==> src/design/ecfg_regmap_pkg.sv <==
/*
 configuration page register map
 register index enum, memory interface field widths, page select constant
*/
`default_nettype none

package ecfg_regmap_pkg;

   // ##############################
   // memory interface geometry
   // ##############################
   localparam int MI_AW    = 20;              // physical address, no shifting
   localparam int MI_DW    = 32;              // word writes only
   localparam int RFAW     = 5;               // index taken from addr[RFAW+1:2]
   localparam int PAGE_LSB = 12;              // page field sits above the 4k offset
   localparam int PAGE_W   = MI_AW - PAGE_LSB;

   // addr[19:12] must match this to reach the config space
   localparam logic [PAGE_W-1:0] ECFG_PAGE = 8'hF0;

   // ##############################
   // register indices
   // ##############################
   typedef enum logic [RFAW-1:0] {
      EL_VERSION = 5'd0,                      // read only
      EL_COREID  = 5'd1,
      EL_CLKDIV  = 5'd2,
      EL_RESET   = 5'd3,                      // sw reset level
      EL_TX      = 5'd4,
      EL_DATAOUT = 5'd5,
      EL_TXDEBUG = 5'd6,
      EL_RX      = 5'd8,                      // 7 left as a hole
      EL_DATAIN  = 5'd9,
      EL_RXDEBUG = 5'd10
   } ecfg_reg_e;                              // anything else reads zero

endpackage

`default_nettype wire

==> src/design/elink_cfg_pkg.sv <==
/*
 link configuration field definitions
 pin mode enum, register field widths, reset values
*/
`default_nettype none

package elink_cfg_pkg;

   // pin mode field, shared by tx and rx control
   typedef enum logic [1:0] {
      MODE_NORMAL  = 2'd0,
      MODE_GPIO    = 2'd1,                    // pins driven from data regs
      MODE_TESTPAT = 2'd2,                    // tx clock pattern, rx loopback
      MODE_RSVD    = 2'd3
   } link_mode_e;

   // ##############################
   // field widths
   // ##############################
   localparam int CTRLMODE_W = 4;             // emesh ctrlmode tag
   localparam int PIN_W      = 9;             // elink pin data
   localparam int DEBUG_W    = 16;            // per-direction debug bus
   localparam int STICKY_W   = 3;             // low debug bits held sticky
   localparam int VERSION_W  = 16;
   localparam int COREID_W   = 12;
   localparam int CLKDIV_W   = 4;
   localparam int TXCTRL_W   = 4 + CTRLMODE_W + 1;   // en, mmu, mode, ctrlmode, bp
   localparam int RXCTRL_W   = 4;                    // en, mmu, mode

   // ##############################
   // reset values
   // ##############################
   localparam logic [VERSION_W-1:0] DEFAULT_VERSION = 16'h0102;
   localparam logic [COREID_W-1:0]  DEFAULT_COREID  = 12'h808;
   localparam logic [CLKDIV_W-1:0]  DEFAULT_CLKDIV  = 4'd7;

endpackage

`default_nettype wire

==> src/design/ecfg_page_decode.sv <==
/*
 configuration page decoder
 page match qualifies the access strobe, group read buses are ORed onto mi_dout
*/
`timescale 1ns/1ns
`default_nettype none

module ecfg_page_decode (
   input  wire                                     mi_clk,
   input  wire                                     reset,
   input  wire                                     mi_en,
   input  wire                                     mi_we,
   input  wire  [ecfg_regmap_pkg::PAGE_W-1:0]      mi_addr,    // addr[19:12] only
   input  wire  [ecfg_regmap_pkg::MI_DW-1:0]       base_dout,
   input  wire  [ecfg_regmap_pkg::MI_DW-1:0]       tx_dout,
   input  wire  [ecfg_regmap_pkg::MI_DW-1:0]       rx_dout,
   output logic                                    cfg_en,
   output logic [ecfg_regmap_pkg::MI_DW-1:0]       mi_dout
);
   import ecfg_regmap_pkg::*;

   logic page_hit;
   logic dout_live;                           // a group read has landed since reset

   // ##############################
   // page qualify
   // ##############################
   assign page_hit = (mi_addr == ECFG_PAGE);
   assign cfg_en   = mi_en & page_hit;        // groups never look at the page

   // group douts load only on reads, so they are undefined until the
   // first page read; keep the bus at zero until then
   always_ff @(posedge mi_clk) begin
      if (reset) begin
         dout_live <= 1'b0;
      end else if (cfg_en && !mi_we) begin
         dout_live <= 1'b1;                   // every group loads on this edge
      end
   end

   // ##############################
   // readback combine
   // ##############################
   // each group zeroes indices it does not own, so a plain OR is exact
   always_comb begin
      if (dout_live) begin
         mi_dout = base_dout | tx_dout | rx_dout;
      end else begin
         mi_dout = '0;
      end
   end

endmodule

`default_nettype wire

==> src/design/ecfg_base.sv <==
/*
 base register group
 version, core id, clock divider and software reset level, with readback
*/
`timescale 1ns/1ns
`default_nettype none

module ecfg_base (
   input  wire                                     mi_clk,
   input  wire                                     reset,
   input  wire                                     cfg_en,     // page-qualified strobe
   input  wire                                     mi_we,
   input  wire  [ecfg_regmap_pkg::RFAW-1:0]        reg_idx,
   input  wire  [ecfg_regmap_pkg::MI_DW-1:0]       mi_din,
   output logic [ecfg_regmap_pkg::MI_DW-1:0]       base_dout,
   output logic [elink_cfg_pkg::COREID_W-1:0]      ecfg_coreid,
   output logic [elink_cfg_pkg::CLKDIV_W-1:0]      ecfg_clkdiv,
   output logic                                    ecfg_sw_reset
);
   import ecfg_regmap_pkg::*;
   import elink_cfg_pkg::*;

   logic cfg_write;
   logic cfg_read;

   assign cfg_write = cfg_en & mi_we;
   assign cfg_read  = cfg_en & ~mi_we;

   // ##############################
   // writable registers
   // ##############################
   always_ff @(posedge mi_clk) begin
      if (reset) begin
         ecfg_coreid <= DEFAULT_COREID;       // mesh coordinate after hard reset
      end else if (cfg_write && reg_idx == EL_COREID) begin
         ecfg_coreid <= mi_din[COREID_W-1:0];
      end
   end

   always_ff @(posedge mi_clk) begin
      if (reset) begin
         ecfg_clkdiv <= DEFAULT_CLKDIV;       // slowest link clock
      end else if (cfg_write && reg_idx == EL_CLKDIV) begin
         ecfg_clkdiv <= mi_din[CLKDIV_W-1:0];
      end
   end

   // level, not a pulse; software must clear it again
   always_ff @(posedge mi_clk) begin
      if (reset) begin
         ecfg_sw_reset <= 1'b0;
      end else if (cfg_write && reg_idx == EL_RESET) begin
         ecfg_sw_reset <= mi_din[0];
      end
   end

   // ##############################
   // readback
   // ##############################
   // registered on the read strobe, held otherwise
   always_ff @(posedge mi_clk) begin
      if (cfg_read) begin
         case (reg_idx)
            EL_VERSION: base_dout <= {{(MI_DW-VERSION_W){1'b0}}, DEFAULT_VERSION};
            EL_COREID:  base_dout <= {{(MI_DW-COREID_W){1'b0}}, ecfg_coreid};
            EL_CLKDIV:  base_dout <= {{(MI_DW-CLKDIV_W){1'b0}}, ecfg_clkdiv};
            EL_RESET:   base_dout <= {{(MI_DW-1){1'b0}}, ecfg_sw_reset};
            default:    base_dout <= '0;           // not ours, keep the OR clean
         endcase
      end
   end

endmodule

`default_nettype wire

==> src/design/ecfg_tx.sv <==
/*
 transmit register group
 tx control with mode decode, direct output data, sticky tx debug flags
*/
`timescale 1ns/1ns
`default_nettype none

module ecfg_tx (
   input  wire                                     mi_clk,
   input  wire                                     reset,
   input  wire                                     cfg_en,
   input  wire                                     mi_we,
   input  wire  [ecfg_regmap_pkg::RFAW-1:0]        reg_idx,
   input  wire  [ecfg_regmap_pkg::MI_DW-1:0]       mi_din,
   input  wire  [elink_cfg_pkg::DEBUG_W-1:0]       ecfg_tx_debug,
   output logic [ecfg_regmap_pkg::MI_DW-1:0]       tx_dout,
   output logic                                    ecfg_tx_enable,
   output logic                                    ecfg_tx_mmu_enable,
   output logic                                    ecfg_tx_gpio_enable,   // pins from dataout
   output logic                                    ecfg_tx_tp_enable,     // clock test pattern
   output logic [elink_cfg_pkg::CTRLMODE_W-1:0]    ecfg_tx_ctrlmode,
   output logic                                    ecfg_tx_ctrlmode_bp,
   output logic [elink_cfg_pkg::PIN_W-1:0]         ecfg_dataout
);
   import ecfg_regmap_pkg::*;
   import elink_cfg_pkg::*;

   logic                cfg_write;
   logic                cfg_read;
   logic [TXCTRL_W-1:0] tx_reg;               // [0] en [1] mmu [3:2] mode [7:4] ctrlmode [8] bp
   logic [STICKY_W-1:0] debug_sticky;
   link_mode_e          tx_mode;

   assign cfg_write = cfg_en & mi_we;
   assign cfg_read  = cfg_en & ~mi_we;

   // ##############################
   // tx control
   // ##############################
   always_ff @(posedge mi_clk) begin
      if (reset) begin
         tx_reg <= '0;                        // disabled, normal mode
      end else if (cfg_write && reg_idx == EL_TX) begin
         tx_reg <= mi_din[TXCTRL_W-1:0];
      end
   end

   assign tx_mode             = link_mode_e'(tx_reg[3:2]);
   assign ecfg_tx_enable      = tx_reg[0];
   assign ecfg_tx_mmu_enable  = tx_reg[1];
   assign ecfg_tx_gpio_enable = (tx_mode == MODE_GPIO);
   assign ecfg_tx_tp_enable   = (tx_mode == MODE_TESTPAT);
   assign ecfg_tx_ctrlmode    = tx_reg[4 +: CTRLMODE_W];
   assign ecfg_tx_ctrlmode_bp = tx_reg[TXCTRL_W-1];   // top bit

   // ##############################
   // direct output data
   // ##############################
   always_ff @(posedge mi_clk) begin
      if (reset) begin
         ecfg_dataout <= '0;
      end else if (cfg_write && reg_idx == EL_DATAOUT) begin
         ecfg_dataout <= mi_din[PIN_W-1:0];
      end
   end

   // sticky low debug bits, only hard reset clears them
   always_ff @(posedge mi_clk) begin
      if (reset) begin
         debug_sticky <= '0;
      end else begin
         debug_sticky <= debug_sticky | ecfg_tx_debug[STICKY_W-1:0];
      end
   end

   // ##############################
   // readback
   // ##############################
   always_ff @(posedge mi_clk) begin
      if (cfg_read) begin
         case (reg_idx)
            EL_TX:      tx_dout <= {{(MI_DW-TXCTRL_W){1'b0}}, tx_reg};
            EL_DATAOUT: tx_dout <= {{(MI_DW-PIN_W){1'b0}}, ecfg_dataout};
            EL_TXDEBUG: tx_dout <= {{(MI_DW-DEBUG_W){1'b0}},
                                    ecfg_tx_debug[DEBUG_W-1:STICKY_W],  // live
                                    debug_sticky};
            default:    tx_dout <= '0;
         endcase
      end
   end

endmodule

`default_nettype wire

==> src/design/ecfg_rx.sv <==
/*
 receive register group
 rx control with mode decode, input pin synchronizer, sticky rx debug flags
*/
`timescale 1ns/1ns
`default_nettype none

module ecfg_rx (
   input  wire                                     mi_clk,
   input  wire                                     reset,
   input  wire                                     cfg_en,
   input  wire                                     mi_we,
   input  wire  [ecfg_regmap_pkg::RFAW-1:0]        reg_idx,
   input  wire  [ecfg_regmap_pkg::MI_DW-1:0]       mi_din,
   input  wire  [elink_cfg_pkg::DEBUG_W-1:0]       ecfg_rx_debug,
   input  wire  [elink_cfg_pkg::PIN_W-1:0]         ecfg_datain,   // async pins
   output logic [ecfg_regmap_pkg::MI_DW-1:0]       rx_dout,
   output logic                                    ecfg_rx_enable,
   output logic                                    ecfg_rx_mmu_enable,
   output logic                                    ecfg_rx_gpio_enable,
   output logic                                    ecfg_rx_loopback
);
   import ecfg_regmap_pkg::*;
   import elink_cfg_pkg::*;

   logic                cfg_write;
   logic                cfg_read;
   logic [RXCTRL_W-1:0] rx_reg;               // [0] en [1] mmu [3:2] mode
   logic [STICKY_W-1:0] debug_sticky;
   logic [PIN_W-1:0]    datain_meta;          // first sync stage
   logic [PIN_W-1:0]    datain_sync;
   link_mode_e          rx_mode;

   assign cfg_write = cfg_en & mi_we;
   assign cfg_read  = cfg_en & ~mi_we;

   // ##############################
   // rx control
   // ##############################
   always_ff @(posedge mi_clk) begin
      if (reset) begin
         rx_reg <= '0;
      end else if (cfg_write && reg_idx == EL_RX) begin
         rx_reg <= mi_din[RXCTRL_W-1:0];
      end
   end

   assign rx_mode             = link_mode_e'(rx_reg[3:2]);
   assign ecfg_rx_enable      = rx_reg[0];
   assign ecfg_rx_mmu_enable  = rx_reg[1];
   assign ecfg_rx_gpio_enable = (rx_mode == MODE_GPIO);
   assign ecfg_rx_loopback    = (rx_mode == MODE_TESTPAT);  // test pattern means loopback on rx

   // two flops, value readable once it has been stable for three cycles
   always_ff @(posedge mi_clk) begin
      datain_meta <= ecfg_datain;
      datain_sync <= datain_meta;
   end

   always_ff @(posedge mi_clk) begin
      if (reset) begin
         debug_sticky <= '0;
      end else begin
         debug_sticky <= debug_sticky | ecfg_rx_debug[STICKY_W-1:0];  // set only
      end
   end

   // ##############################
   // readback
   // ##############################
   always_ff @(posedge mi_clk) begin
      if (cfg_read) begin
         case (reg_idx)
            EL_RX:      rx_dout <= {{(MI_DW-RXCTRL_W){1'b0}}, rx_reg};
            EL_DATAIN:  rx_dout <= {{(MI_DW-PIN_W){1'b0}}, datain_sync};
            EL_RXDEBUG: rx_dout <= {{(MI_DW-DEBUG_W){1'b0}},
                                    ecfg_rx_debug[DEBUG_W-1:STICKY_W],
                                    debug_sticky};
            default:    rx_dout <= '0;         // outside rx group
         endcase
      end
   end

endmodule

`default_nettype wire

==> src/design/ecfg_elink.sv <==
/*
 elink configuration register file top
 page decoder plus base, tx and rx register groups
*/
`timescale 1ns/1ns
`default_nettype none

module ecfg_elink (
   input  wire                                     mi_clk,
   input  wire                                     reset,
   input  wire                                     mi_en,
   input  wire                                     mi_we,
   input  wire  [ecfg_regmap_pkg::MI_AW-1:0]       mi_addr,
   input  wire  [ecfg_regmap_pkg::MI_DW-1:0]       mi_din,
   output logic [ecfg_regmap_pkg::MI_DW-1:0]       mi_dout,
   // base
   output logic [elink_cfg_pkg::COREID_W-1:0]      ecfg_coreid,
   output logic [elink_cfg_pkg::CLKDIV_W-1:0]      ecfg_clkdiv,
   output logic                                    ecfg_sw_reset,
   // tx
   input  wire  [elink_cfg_pkg::DEBUG_W-1:0]       ecfg_tx_debug,
   output logic                                    ecfg_tx_enable,
   output logic                                    ecfg_tx_mmu_enable,
   output logic                                    ecfg_tx_gpio_enable,
   output logic                                    ecfg_tx_tp_enable,
   output logic [elink_cfg_pkg::CTRLMODE_W-1:0]    ecfg_tx_ctrlmode,
   output logic                                    ecfg_tx_ctrlmode_bp,
   output logic [elink_cfg_pkg::PIN_W-1:0]         ecfg_dataout,
   // rx
   input  wire  [elink_cfg_pkg::DEBUG_W-1:0]       ecfg_rx_debug,
   input  wire  [elink_cfg_pkg::PIN_W-1:0]         ecfg_datain,
   output logic                                    ecfg_rx_enable,
   output logic                                    ecfg_rx_mmu_enable,
   output logic                                    ecfg_rx_gpio_enable,
   output logic                                    ecfg_rx_loopback
);
   import ecfg_regmap_pkg::*;

   logic             cfg_en;                  // page-qualified mi_en
   logic [RFAW-1:0]  reg_idx;
   logic [MI_DW-1:0] base_dout;
   logic [MI_DW-1:0] tx_dout;
   logic [MI_DW-1:0] rx_dout;

   assign reg_idx = mi_addr[RFAW+1:2];        // word index, byte bits dropped

   ecfg_page_decode i_page_decode (
      .mi_clk    (mi_clk),
      .reset     (reset),
      .mi_en     (mi_en),
      .mi_we     (mi_we),
      .mi_addr   (mi_addr[MI_AW-1:PAGE_LSB]),
      .base_dout (base_dout),
      .tx_dout   (tx_dout),
      .rx_dout   (rx_dout),
      .cfg_en    (cfg_en),
      .mi_dout   (mi_dout)
   );

   ecfg_base i_base (
      .mi_clk        (mi_clk),
      .reset         (reset),
      .cfg_en        (cfg_en),
      .mi_we         (mi_we),
      .reg_idx       (reg_idx),
      .mi_din        (mi_din),
      .base_dout     (base_dout),
      .ecfg_coreid   (ecfg_coreid),
      .ecfg_clkdiv   (ecfg_clkdiv),
      .ecfg_sw_reset (ecfg_sw_reset)
   );

   ecfg_tx i_tx (
      .mi_clk              (mi_clk),
      .reset               (reset),
      .cfg_en              (cfg_en),
      .mi_we               (mi_we),
      .reg_idx             (reg_idx),
      .mi_din              (mi_din),
      .ecfg_tx_debug       (ecfg_tx_debug),
      .tx_dout             (tx_dout),
      .ecfg_tx_enable      (ecfg_tx_enable),
      .ecfg_tx_mmu_enable  (ecfg_tx_mmu_enable),
      .ecfg_tx_gpio_enable (ecfg_tx_gpio_enable),
      .ecfg_tx_tp_enable   (ecfg_tx_tp_enable),
      .ecfg_tx_ctrlmode    (ecfg_tx_ctrlmode),
      .ecfg_tx_ctrlmode_bp (ecfg_tx_ctrlmode_bp),
      .ecfg_dataout        (ecfg_dataout)
   );

   ecfg_rx i_rx (
      .mi_clk              (mi_clk),
      .reset               (reset),
      .cfg_en              (cfg_en),
      .mi_we               (mi_we),
      .reg_idx             (reg_idx),
      .mi_din              (mi_din),
      .ecfg_rx_debug       (ecfg_rx_debug),
      .ecfg_datain         (ecfg_datain),
      .rx_dout             (rx_dout),
      .ecfg_rx_enable      (ecfg_rx_enable),
      .ecfg_rx_mmu_enable  (ecfg_rx_mmu_enable),
      .ecfg_rx_gpio_enable (ecfg_rx_gpio_enable),
      .ecfg_rx_loopback    (ecfg_rx_loopback)
   );

endmodule

`default_nettype wire

==> config.mk <==
export PLATFORM = sky130hd
export DESIGN_NAME = ecfg_elink
export DESIGN_NICKNAME = d
export VERILOG_FILES = /design/src/design/ecfg_regmap_pkg.sv /design/src/design/elink_cfg_pkg.sv /design/src/design/ecfg_page_decode.sv /design/src/design/ecfg_base.sv /design/src/design/ecfg_tx.sv /design/src/design/ecfg_rx.sv /design/src/design/ecfg_elink.sv
export SDC_FILE = /design/constraint.sdc
export NUM_CORES = 1
export LEC_CHECK = 0
export ABC_AREA = 0
export BUFFER_PORTS_ARGS = -buffer_cell sky130_fd_sc_hd__buf_2
export CAP_MARGIN = 30
export CORE_MARGIN = 2
export CORE_UTILIZATION = 49
export CTS_CLUSTER_DIAMETER = 80
export DETAILED_ROUTE_END_ITERATION = 7
export GPL_TIMING_DRIVEN = 0
export MAX_ROUTING_LAYER = met4
export PLACE_DENSITY = 0.83
export SLEW_MARGIN = 10
export SYNTH_ARGS = -nofsm -noshare
export SYNTH_HDL_FRONTEND = slang
export SYNTH_SLANG_ARGS = --single-unit
==> constraint.sdc <==
create_clock -name mi_clk -period 5.5 [get_ports mi_clk]
set_input_delay 0.825 -clock mi_clk [delete_from_list [all_inputs] [get_ports mi_clk]]
set_output_delay 0.825 -clock mi_clk [all_outputs]
set_load 0.1 [all_outputs]
==> results of run 1 <==
## cells in the final DEF (no fill, tap or decap), types with 4 or more instances in the layout
| cell type | netlist | routed |
|---|---|---|
| mux2i_1 | 33 | 33 |
| nand2b_1 | 35 | 35 |
| buf_2 | 4 | 128 |
| a21oi_1 | 16 | 16 |
| inv_1 | 12 | 12 |
| nor2_1 | 41 | 41 |
| clkbuf_1 | 11 | 13 |
| dfxtp_1 | 64 | 64 |
| o21a_1 | 4 | 4 |
| and2_1 | 22 | 22 |
| nand3_1 | 10 | 10 |
| conb_1 | 1 | 16 |
| edfxtp_1 | 44 | 44 |
| o31a_1 | 12 | 12 |
| o21ai_0 | 9 | 9 |
| clkbuf_8 | 0 | 9 |
| a222oi_1 | 9 | 9 |
| buf_6 | 3 | 5 |
| nor2b_1 | 7 | 7 |
| a22oi_1 | 8 | 8 |
| buf_4 | 21 | 23 |
## worst max-delay path by stage
stage	start	to	slack (ps)	cells past startpoint
3_5_place_dp	mi_addr[2]	i_tx.tx_dout[6]$_DFFE_PP_	2810	7
5_1_grt	i_page_decode.dout_live$_SDFFE_PP0P_	mi_dout[7]	2460	4
4_1_cts	i_page_decode.dout_live$_SDFFE_PP0P_	mi_dout[9]	2580	4
2_1_floorplan	mi_we	i_base.base_dout[0]$_DFFE_PP_	450	2
6_report	i_page_decode.dout_live$_SDFFE_PP0P_	mi_dout[8]	2630	4
3_3_place_gp	mi_we	i_rx.rx_dout[0]$_DFFE_PP_	-570	3
## report_power, final
part	total, mW	internal, mW	switching [mW]
clock	0.525	0.260	0.265
combinational	0.136	0.0436	0.0920
sequential	0.841	0.837	0.00333
## cell families (layout without fill, tap and decap cells)
logic type / count (synthesis) / after routing
buffers and inverters: 53 / 197
AOI/OAI and AO/OA: 60 / 60
other: 1 / 16
muxes: 34 / 34
and+or+nand+nor: 137 / 137
DFF: 108 / 108
## routing by layer
layer,up-vias,share of wire (%),global-route usage (%)
met3,19,5.8,4.36
met4,0,1.4,6.53
met5,-,0,-
met1,1586,44,29.1
li1,1652,-,-
met2,131,48,37.3
## area by class of cell
cell class / instances / area, um2 / area share [%]
plain buffers: 41 / 260 / 4.68
clock buffers: 11 / 131 / 2.36
clock inverters: 5 / 85.1 / 1.53
inverters: 12 / 45.0 / 0.811
multi-input cells: 247 / 1640 / 29.5
flip-flops and latches: 108 / 2600 / 46.8
well taps: 108 / 135 / 2.43
repair buffers: 128 / 658 / 11.8
## metrics by stage
step	util, %	total power [mW]	TNS, ps
3_3_place_gp	60.2	0.990	-25400
3_5_place_dp	60.6	0.993	0
4_1_cts	63.1	1.50	0
5_1_grt	63.1	1.55	0
6_report	63.1	1.50	0
2_1_floorplan	-	0.951	0
## critical path, cell delays in order (launching register included)
cell and delay, ps:
dfxtp_1 320, clkbuf_1 300, clkbuf_1 430, o31a_1 220, buf_2 430
==> metrics.md, run 1 <==
| Metric | Value |
|---|---|
| Status | completed |
| Post-synth cell types | 39 |
| Post-synth top area cell | edfxtp_1 |
| DR vias | roughly 3400 |
| Synth warn | 0 |
| XOR/XNOR share of the synthesized area | 0% |
| Worst rel slew slack | 59.0% |
| Crit-path max FO | 10 |
| Hold_sp | i_rx.datain_meta[7]$_DFF_P_ |
| Synth Flop Type | dfxtp_1 |
| Worst Hold End | i_rx.datain_sync[7]$_DFF_P_ |
| CP Data Required Time | ~4700 ps |
| RSZ-0062 raised after global routing | false |
| CP arrival | around 2100 ps |
| DP Cell Count | between 600 and 700 |
| Final non-filler cell total | between 600 and 700 |
| TritonCTS clock tree | yes |
| EDFF count, synth | 44 |
| Crit start category | register |
| Largest regs | i_rx.rx_dout (16), i_tx.tx_dout (16) |
| Count leader, synth | dfxtp_1 |
| DRC viols | 0 |
| Synth top cells by count | dfxtp_1, edfxtp_1, nor2_1 |
| Average size of a mapped cell | between 10 and 15 um2 |
| Fin. Hold Viols | 0 |
| Pleak | 2.50 nW |
| CORE AREA | between 8000 and 9000 um2 |
| Ports | approximately 170 |
| DRT iter0 DRCs | 238 |
| Antenna viol nets, final | 0 |
| CTS resizes | 0 |
| Tightest Pin Transition | 613 ps |
| Synth area leaders | edfxtp_1, dfxtp_1, mux2i_1, nand2b_1, buf_4 |
| Routed len/inst | between 15 and 20 um |
| Row count | 34 |
| Routability cong. | roughly 0.87 |
| Initial core utilization | around half |
| Share of cells above drive strength 1 | between 30% and 40% |
| Gr ovfl total | 0 |
| Maximum vdd drop | ~0.17 mV |
| Final worst setup slack | approximately 2600 ps |
| Longest Clk Path Bufs | 2 |
| Synth Area in Adders | 0% |
| GRT Util Overall | a little under a quarter |
| Clk_lat worst skew | ~360 ps |
| PwrDens | 270 nW/um2 |
| Total CTS buffers | 9 |
| Drt total wl | ~11000 um |
| Largest net degree at the start of global routing | 18 |
| Post-Synthesis Cells | 393 |
| Clk_skew | between 9 and 10 ps |
| Fin nets | approximately 640 |
| R2R cell count | 2 |
| Die Area | 9940 um2 |
| Element type at the critical path end | output port |
| Reg2reg setup slack | ~4400 ps |
| Final Instance Area | between 5000 and 6000 um2 |
| Tcrit/Tclk final | 52.2% |
| FFs w/ async S/R, synth | 0% |
| Die width | between 90 and 100 um |
| First-pass GRT wire length | between 15000 and 20000 um |
| Register area share after synthesis | 58.0% |
| Hold Path Depth | 0 |
| Largest family of logic cells by synthesized area | simple AND/OR/NAND/NOR gates |
| Synth Area in Compound Gates | 9.48% |
| Clock period minus worst slack | approximately 2900 ps |
| Mux share of post-synthesis cell area | 7.62% |
| Final setup vio count | 0 |
| DP Area | approximately 5300 um2 |
| Critical path type | reg2out |
| Die height | between 90 and 100 um |
| PortBufs | 124 |
| Synth Area in Simple Gates | 18.0% |
| Htree depth | 3 |
| Root Buffer | clkbuf_8 |
| Final Max Slew Viols | 0 |
| Max Cap Viol | 0 |
| Drt pass-1 iters | 5 |
| Synth Cell Area | about 4500 um2 |
| Routed vias/inst | between 5 and 6 |
| Area Overhead vs Synth | 23.9% |
| Postcts setup bufs | 0 |
| Hold WS | roughly 330 ps |
| CTS Hold Bufs | 0 |
| Post-synth top area share | 29.5% |
| Initial antenna violation count | 0 |
| Fmax | between 300 and 400 MHz |
| HPWL reported at the end of detailed placement | 8300 um |
| Antenna diodes | 0 |
| Seq cells post-synth | ~110 |
| Pre-CTS WS | approximately 2800 ps |
| Clk sinks | approximately 110 |
| Worst reg2reg startpoint | i_tx.ecfg_dataout[4]$_SDFFE_PP0P_ |
| Vias in the first global route | 3313 |
| Fillers | between 700 and 800 |
| Clock slew at reported path FFs | about 100 ps |
| Hold Crit Class | reg2reg |
| FF-to-FF End | i_tx.tx_dout[4]$_DFFE_PP_ |
(Power assumes the default switching activity.)
==> inputs of run 2 (changes only) <==
- CORE_UTILIZATION: 49 -> 44
- PLACE_DENSITY: 0.83 -> 0.79
- clock period: 5.5 -> 2.4 ns (I/O delays scaled with it)
==> run 2 against run 1 <==
  * Wire length grew 1.9%
  * Via count grew 1.6%
  * Register-to-register slack lost 3200 ps
  * Flip-flop and latch count is the same
  * Hold slack lost 240 ps
  * Power grew 130%
  * Global-route usage shrank 2.2 points
  * Critical endpoint is now mi_dout[10]
  * Largest cell class unchanged
==> metrics.md, run 2 (synthesized netlist as in run 1, its figures left out) <==
| Metric | Value |
|---|---|
| Antenna viol nets, final | 0 |
| Die Area | 11000 um2 |
| Maximum vdd drop | just over 0.4 mV |
| Htree depth | 3 |
| Longest Clk Path Bufs | 2 |
| Crit-path leading delay family | buffers and inverters |
| PortBufs | around 120 |
| Tightest Pin Transition | 862 ps |
| Final setup vio count | 0 |
| Hold Path Depth | 1 |
| Routed vias/inst | 5.04 |
| DRT iter0 DRCs | between 200 and 250 |
| Commonest cells after routing, fill and taps aside | buf_2, dfxtp_1, edfxtp_1 |
| Clock slew at reported path FFs | around 110 ps |
| Total CTS buffers | 9 |
| CP arrival | around 1900 ps |
| R2R cell count | 2 |
| Initial core utilization | between 40 and 50% |
| Row count | 36 |
| HPWL reported at the end of detailed placement | 8380 um |
| Crit-path slowest cell | buf_2 |
| Fin nets | around 640 |
| Critical path type | reg2out |
| Largest net degree at the start of global routing | 21 |
| Met3 usage | 3.74% |
| Pre-CTS WS | -67.5 ps |
| GRT Max-Usage Layer | met2 |
| Hold Crit Class | in2reg |
| Tcrit/Tclk final | 94.7% |
| Gr ovfl total | 0 |
| Switch Pwr | between 800 and 900 uW |
| Pleak | about 2.5 nW |
| Area Overhead vs Synth | 25.2% |
| CP peak stage delay | approximately 420 ps |
| Fmax | approximately 440 MHz |
| Most common cell after layout, fill and taps aside | buf_2 |
| Clock period minus worst slack | approximately 2300 ps |
| Antenna diodes | 0 |
| Root Buffer | clkbuf_8 |
| Hold WS | between 80 and 90 ps |
| Routability cong. | ~0.85 |
| Die width | 105 um |
| CORE AREA | just under 10000 um2 |
| Final Max Slew Viols | 0 |
| Reg power frac | a little under three fifths |
| Final worst setup slack | about 130 ps |
| Share of cells above drive strength 1 | 33.6% |
| Worst Hold End | i_rx.datain_meta[1]$_DFF_P_ |
| CTS Hold Bufs | 0 |
| Met1 Track Usage GR | between 20% and 30% |
| Vias in the first global route | between 3000 and 4000 |
| PwrDens | ~600 nW/um2 |
| Crit start category | register |
| Clk_lat worst skew | 370 ps |
| Pint | about 2.5 mW |
| Fin. Hold Viols | 0 |
| Worst reg2reg startpoint | i_tx.ecfg_dataout[4]$_SDFFE_PP0P_ |
| Largest regs | i_rx.rx_dout (16), i_tx.tx_dout (16) |
| Net Sw Frac | 26.4% |
| DRC viols | 0 |
| Initial antenna violation count | 0 |
| Max Cap Viol | 0 |
| Drt total wl | roughly 11000 um |
| Drt pass-1 iters | 6 |
| RSZ-0062 raised after global routing | false |
| Crit-path cells | clkbuf_1 > clkbuf_2 > o31a_1 > buf_2 |
| TritonCTS clock tree | yes |
| Reg2reg setup slack | around 1200 ps |
| Die height | approximately 100 um |
| GRT Util Overall | about a fifth |
| DR vias | 3441 |
| Clock share of power | about a third |
| Combinational Power Share | under 10% |
| Worst rel slew slack | 42.3% |
| Met2 usage | 33.7% |
| Ports | 168 |
| Routed len/inst | ~16 um |
| Status | completed |
| Crit-path max FO | 10 |
| Critical path launch point | i_page_decode.dout_live$_SDFFE_PP0P_ |
| First-pass GRT wire length | between 15000 and 20000 um |
| Clk sinks | between 100 and 150 |
| CP Data Required Time | slightly above 2000 ps |
| Critical path buffers and inverters | 3 |
| Hold_sp | ecfg_datain[1] |
| Element type at the critical path end | output port |
| Clk_skew | between 10 and 15 ps |
| FF-to-FF End | i_tx.tx_dout[4]$_DFFE_PP_ |
-- run 2: cell count changes in the layout (fill, tap and decap cells not counted), moves of 3 or more --
| cell | change |
|---|---|
| inv_8 | +3 |
| buf_2 | -4 |
| clkbuf_4 | +4 |
| clkbuf_1 | -3 |
-- run 2: power by group through the flow --
stage	Sequential [mW]	Clock [mW]	Combinational, mW
3_3_place_gp	1.97	0	0.300
4_1_cts	1.93	1.16	0.306
3_5_place_dp	1.97	0	0.305
2_1_floorplan	1.97	0	0.214
6_report	1.93	1.15	0.308
5_1_grt	1.93	1.24	0.329
-- run 2: cell type report --
class	count	area, um2
multi-input combinational	247	1650
timing repair buffer	126	686
inverter	12	45.0
clock buffer	10	149
tap	133	166
fill	897	4200
sequential	108	2600
buffer	41	262
clock inverter	6	60.1
-- run 2: metal layers --
metal  share of wire, %  vias to the layer above  routed length, um
li1                   -                     1652                  -
met1                 43                     1625               4700
met2                 48                      143               5260
met3                7.1                       21                775
met4                2.3                        0                248
met5                  0                        -                  0
-- run 2: repair_timing --
item | 4_1_cts | 5_1_grt
cloned | 0 | 0
setup buffers | 0 | 0
pin swaps | 0 | 0
gates resized for setup | 1 | 4
endpoints found under the setup margin | 10 | 4
-- run 2: worst max path at each step --
| stage | end | cells after the start | slack, ps |
|---|---|---|---|
| 2_1_floorplan | i_base.base_dout[0]$_DFFE_PP_ | 2 | -60 |
| 4_1_cts | mi_dout[7] | 4 | 80 |
| 6_report | mi_dout[10] | 4 | 130 |
| 3_3_place_gp | i_rx.rx_dout[7]$_DFFE_PP_ | 3 | -590 |
| 5_1_grt | mi_dout[10] | 4 | 7 |
| 3_5_place_dp | i_rx.rx_dout[7]$_DFFE_PP_ | 5 | -70 |
-- run 2: worst register-to-register path: stages (launching register included) --
cell and delay [ps]:
dfxtp_1 340, a222oi_1 480, inv_1 100
-- run 2: per-stage QoR --
| step | TNS, ps | power [mW] | std cells | cell area (um2) | util, % |
|---|---|---|---|---|---|
| floorplan | -2840 | 2.18 | 408 | 4560 | - |
| global placement | -26230 | 2.27 | 665 | 5340 | 54.4 |
| detailed placement | -1070 | 2.27 | 667 | 5400 | 55.0 |
| CTS | 0 | 3.39 | 683 | 5610 | 57.1 |
| global route | 0 | 3.50 | 683 | 5620 | 57.2 |
| finish | 0 | 3.38 | 683 | 5620 | 57.2 |
==> inputs of run 3 (changes only) <==
- PLACE_DENSITY: 0.79 -> 0.76
==> run 3 against run 2 <==
  * Register-to-register slack improved by 50 ps
  * Clock skew decreased by 4.7 ps
  * Largest cell class unchanged
  * Sequential power is essentially flat
  * Largest power group unchanged
  * Critical path type unchanged
  * Critical endpoint is now mi_dout[7]
  * Highest routed layer unchanged
==> metrics.md, run 3 (synthesized netlist as in run 1, its figures left out) <==
| Metric | Value |
|---|---|
| Fin. Hold Viols | 0 |
| DRC viols | 0 |
| Hold_sp | ecfg_datain[8] |
| Die Area | around 11000 um2 |
| DRT iter0 DRCs | between 200 and 250 |
| Max Cap Viol | 0 |
| DR vias | 3426 |
| HPWL reported at the end of detailed placement | between 8000 and 9000 um |
| Largest net degree at the start of global routing | 20 |
| Met3 usage | between 3 and 4% |
| CP arrival | about 1900 ps |
| Hold Path Depth | 1 |
| Worst rel slew slack | a little under half |
| Pleak | 2.49 nW |
| Routability cong. | between 0.8 and 0.9 |
| Largest regs | i_rx.rx_dout (16), i_tx.tx_dout (16) |
| Gr ovfl total | 0 |
| Met2 usage | roughly a third |
| Clk_lat worst skew | 360 ps |
| Crit start category | register |
| Area Overhead vs Synth | 23.8% |
| Commonest cells after routing, fill and taps aside | buf_2, dfxtp_1, edfxtp_1 |
| Antenna viol nets, final | 0 |
| Ports | roughly 170 |
| Fmax | ~440 MHz |
| Final Power | 3.26 mW |
| Critical path launch point | i_page_decode.dout_live$_SDFFE_PP0P_ |
| PwrDens | just under 600 nW/um2 |
| Fin nets | 642 |
| Worst reg2reg startpoint | i_tx.ecfg_dataout[4]$_SDFFE_PP0P_ |
| Die width | 105 um |
| Longest Clk Path Bufs | 2 |
| Crit-path leading delay family | buffers and inverters |
| GRT Max-Usage Layer | met2 |
| Final worst setup slack | 151 ps |
| Final setup vio count | 0 |
| DP Area | 5370 um2 |
| Critical path type | reg2out |
| Clk_skew | 8.31 ps |
| Pre-CTS WS | -47.3 ps |
| Drt pass-1 iters | 6 |
| GRT Util Overall | 20.4% |
| RSZ-0062 raised after global routing | false |
| Htree depth | 3 |
| Crit-path slowest cell | buf_2 |
| Most common cell after layout, fill and taps aside | buf_2 |
| CP peak stage delay | between 400 and 500 ps |
| R2R cell count | 2 |
| Crit-path cells | clkbuf_1 > clkbuf_2 > o31a_1 > buf_2 |
| Met1 Track Usage GR | 26.7% |
| Clk sinks | ~110 |
| Clock period minus worst slack | ~2200 ps |
| Total CTS buffers | 9 |
| Clock slew at reported path FFs | approximately 100 ps |
| Die height | between 100 and 150 um |
| Root Buffer | clkbuf_8 |
| Final core occ | a little under three fifths |
| Tightest Pin Transition | just under 800 ps |
| Share of cells above drive strength 1 | about 33% |
| Initial antenna violation count | 0 |
| Final Max Slew Viols | 0 |
| CORE AREA | 9820 um2 |
| Crit-path max FO | 10 |
| Hold Crit Class | in2reg |
| Initial core utilization | between 40 and 50% |
| Status | completed |
| Antenna diodes | 0 |
| Final Instance Area | 5550 um2 |
| Instance count on the critical path | 4 |
| PortBufs | 124 |
| Vias in the first global route | around 3400 |
| Critical path buffers and inverters | 3 |
| CP Data Required Time | approximately 2000 ps |
| Maximum vdd drop | ~0.28 mV |
| Element type at the critical path end | output port |
| Tcrit/Tclk final | approximately 94% |
| Routed vias/inst | 5.02 |
| TritonCTS clock tree | yes |
| Row count | 36 |
| Routed len/inst | 15.9 um |
| First-pass GRT wire length | approximately 17000 um |
| Drt total wl | around 11000 um |
==> run 3: changes by cell type in the layout (fill, tap and decap cells not counted), moves of 2 or more <==
cell	change
inv_6	+3
buf_16	-2
clkbuf_4	-2
clkinv_4	-3
inv_8	-3
buf_2	+2
buf_8	+2
==> run 3: layout make-up <==
class | count | area [um2]
plain buffers | 41 | 262
clock buffers | 10 | 128
clock inverters | 6 | 45.0
fillers | 897 | 4270
inverters | 12 | 45.0
multi-input cells | 247 | 1650
flip-flops and latches | 108 | 2600
well taps | 133 | 166
repair buffers | 126 | 656
==> run 3: per-stage QoR <==
stage | hold slack [ps] | instances | setup TNS [ps]
after floorplan | 310 | 408 | -2840
after global placement | 312 | 665 | -23390
after detailed placement | 312 | 667 | -747
after CTS | 72.9 | 683 | 0
after global routing | 69.0 | 683 | 0
final | 87.3 | 683 | 0
==> run 3: repair_timing <==
item,CTS,global route
pin swaps,0,0
gates resized for setup,1,2
hold buffers,0,0
setup buffers,0,0
endpoints found under the setup margin,10,2
==> run 3: final timing paths <==
kind                            slack, ps                           to
worst max-delay path                  150                   mi_dout[7]
worst min register to register        340  i_rx.datain_sync[8]$_DFF_P_
worst max register to register       1260    i_tx.tx_dout[4]$_DFFE_PP_
worst min-delay path                   90  i_rx.datain_meta[8]$_DFF_P_
==> run 3: routing by layer <==
metal  vias up  share of wire, %
met2       136                46
met1      1612                46
met4         0               2.6
met3        23               6.1
met5         -                 0
li1       1655                 -
==> run 3: power by group <==
part | switching, mW | total, mW | internal [mW]
registers | 0.00789 | 1.93 | 1.92
clock network | 0.629 | 1.02 | 0.389
logic | 0.211 | 0.311 | 0.100
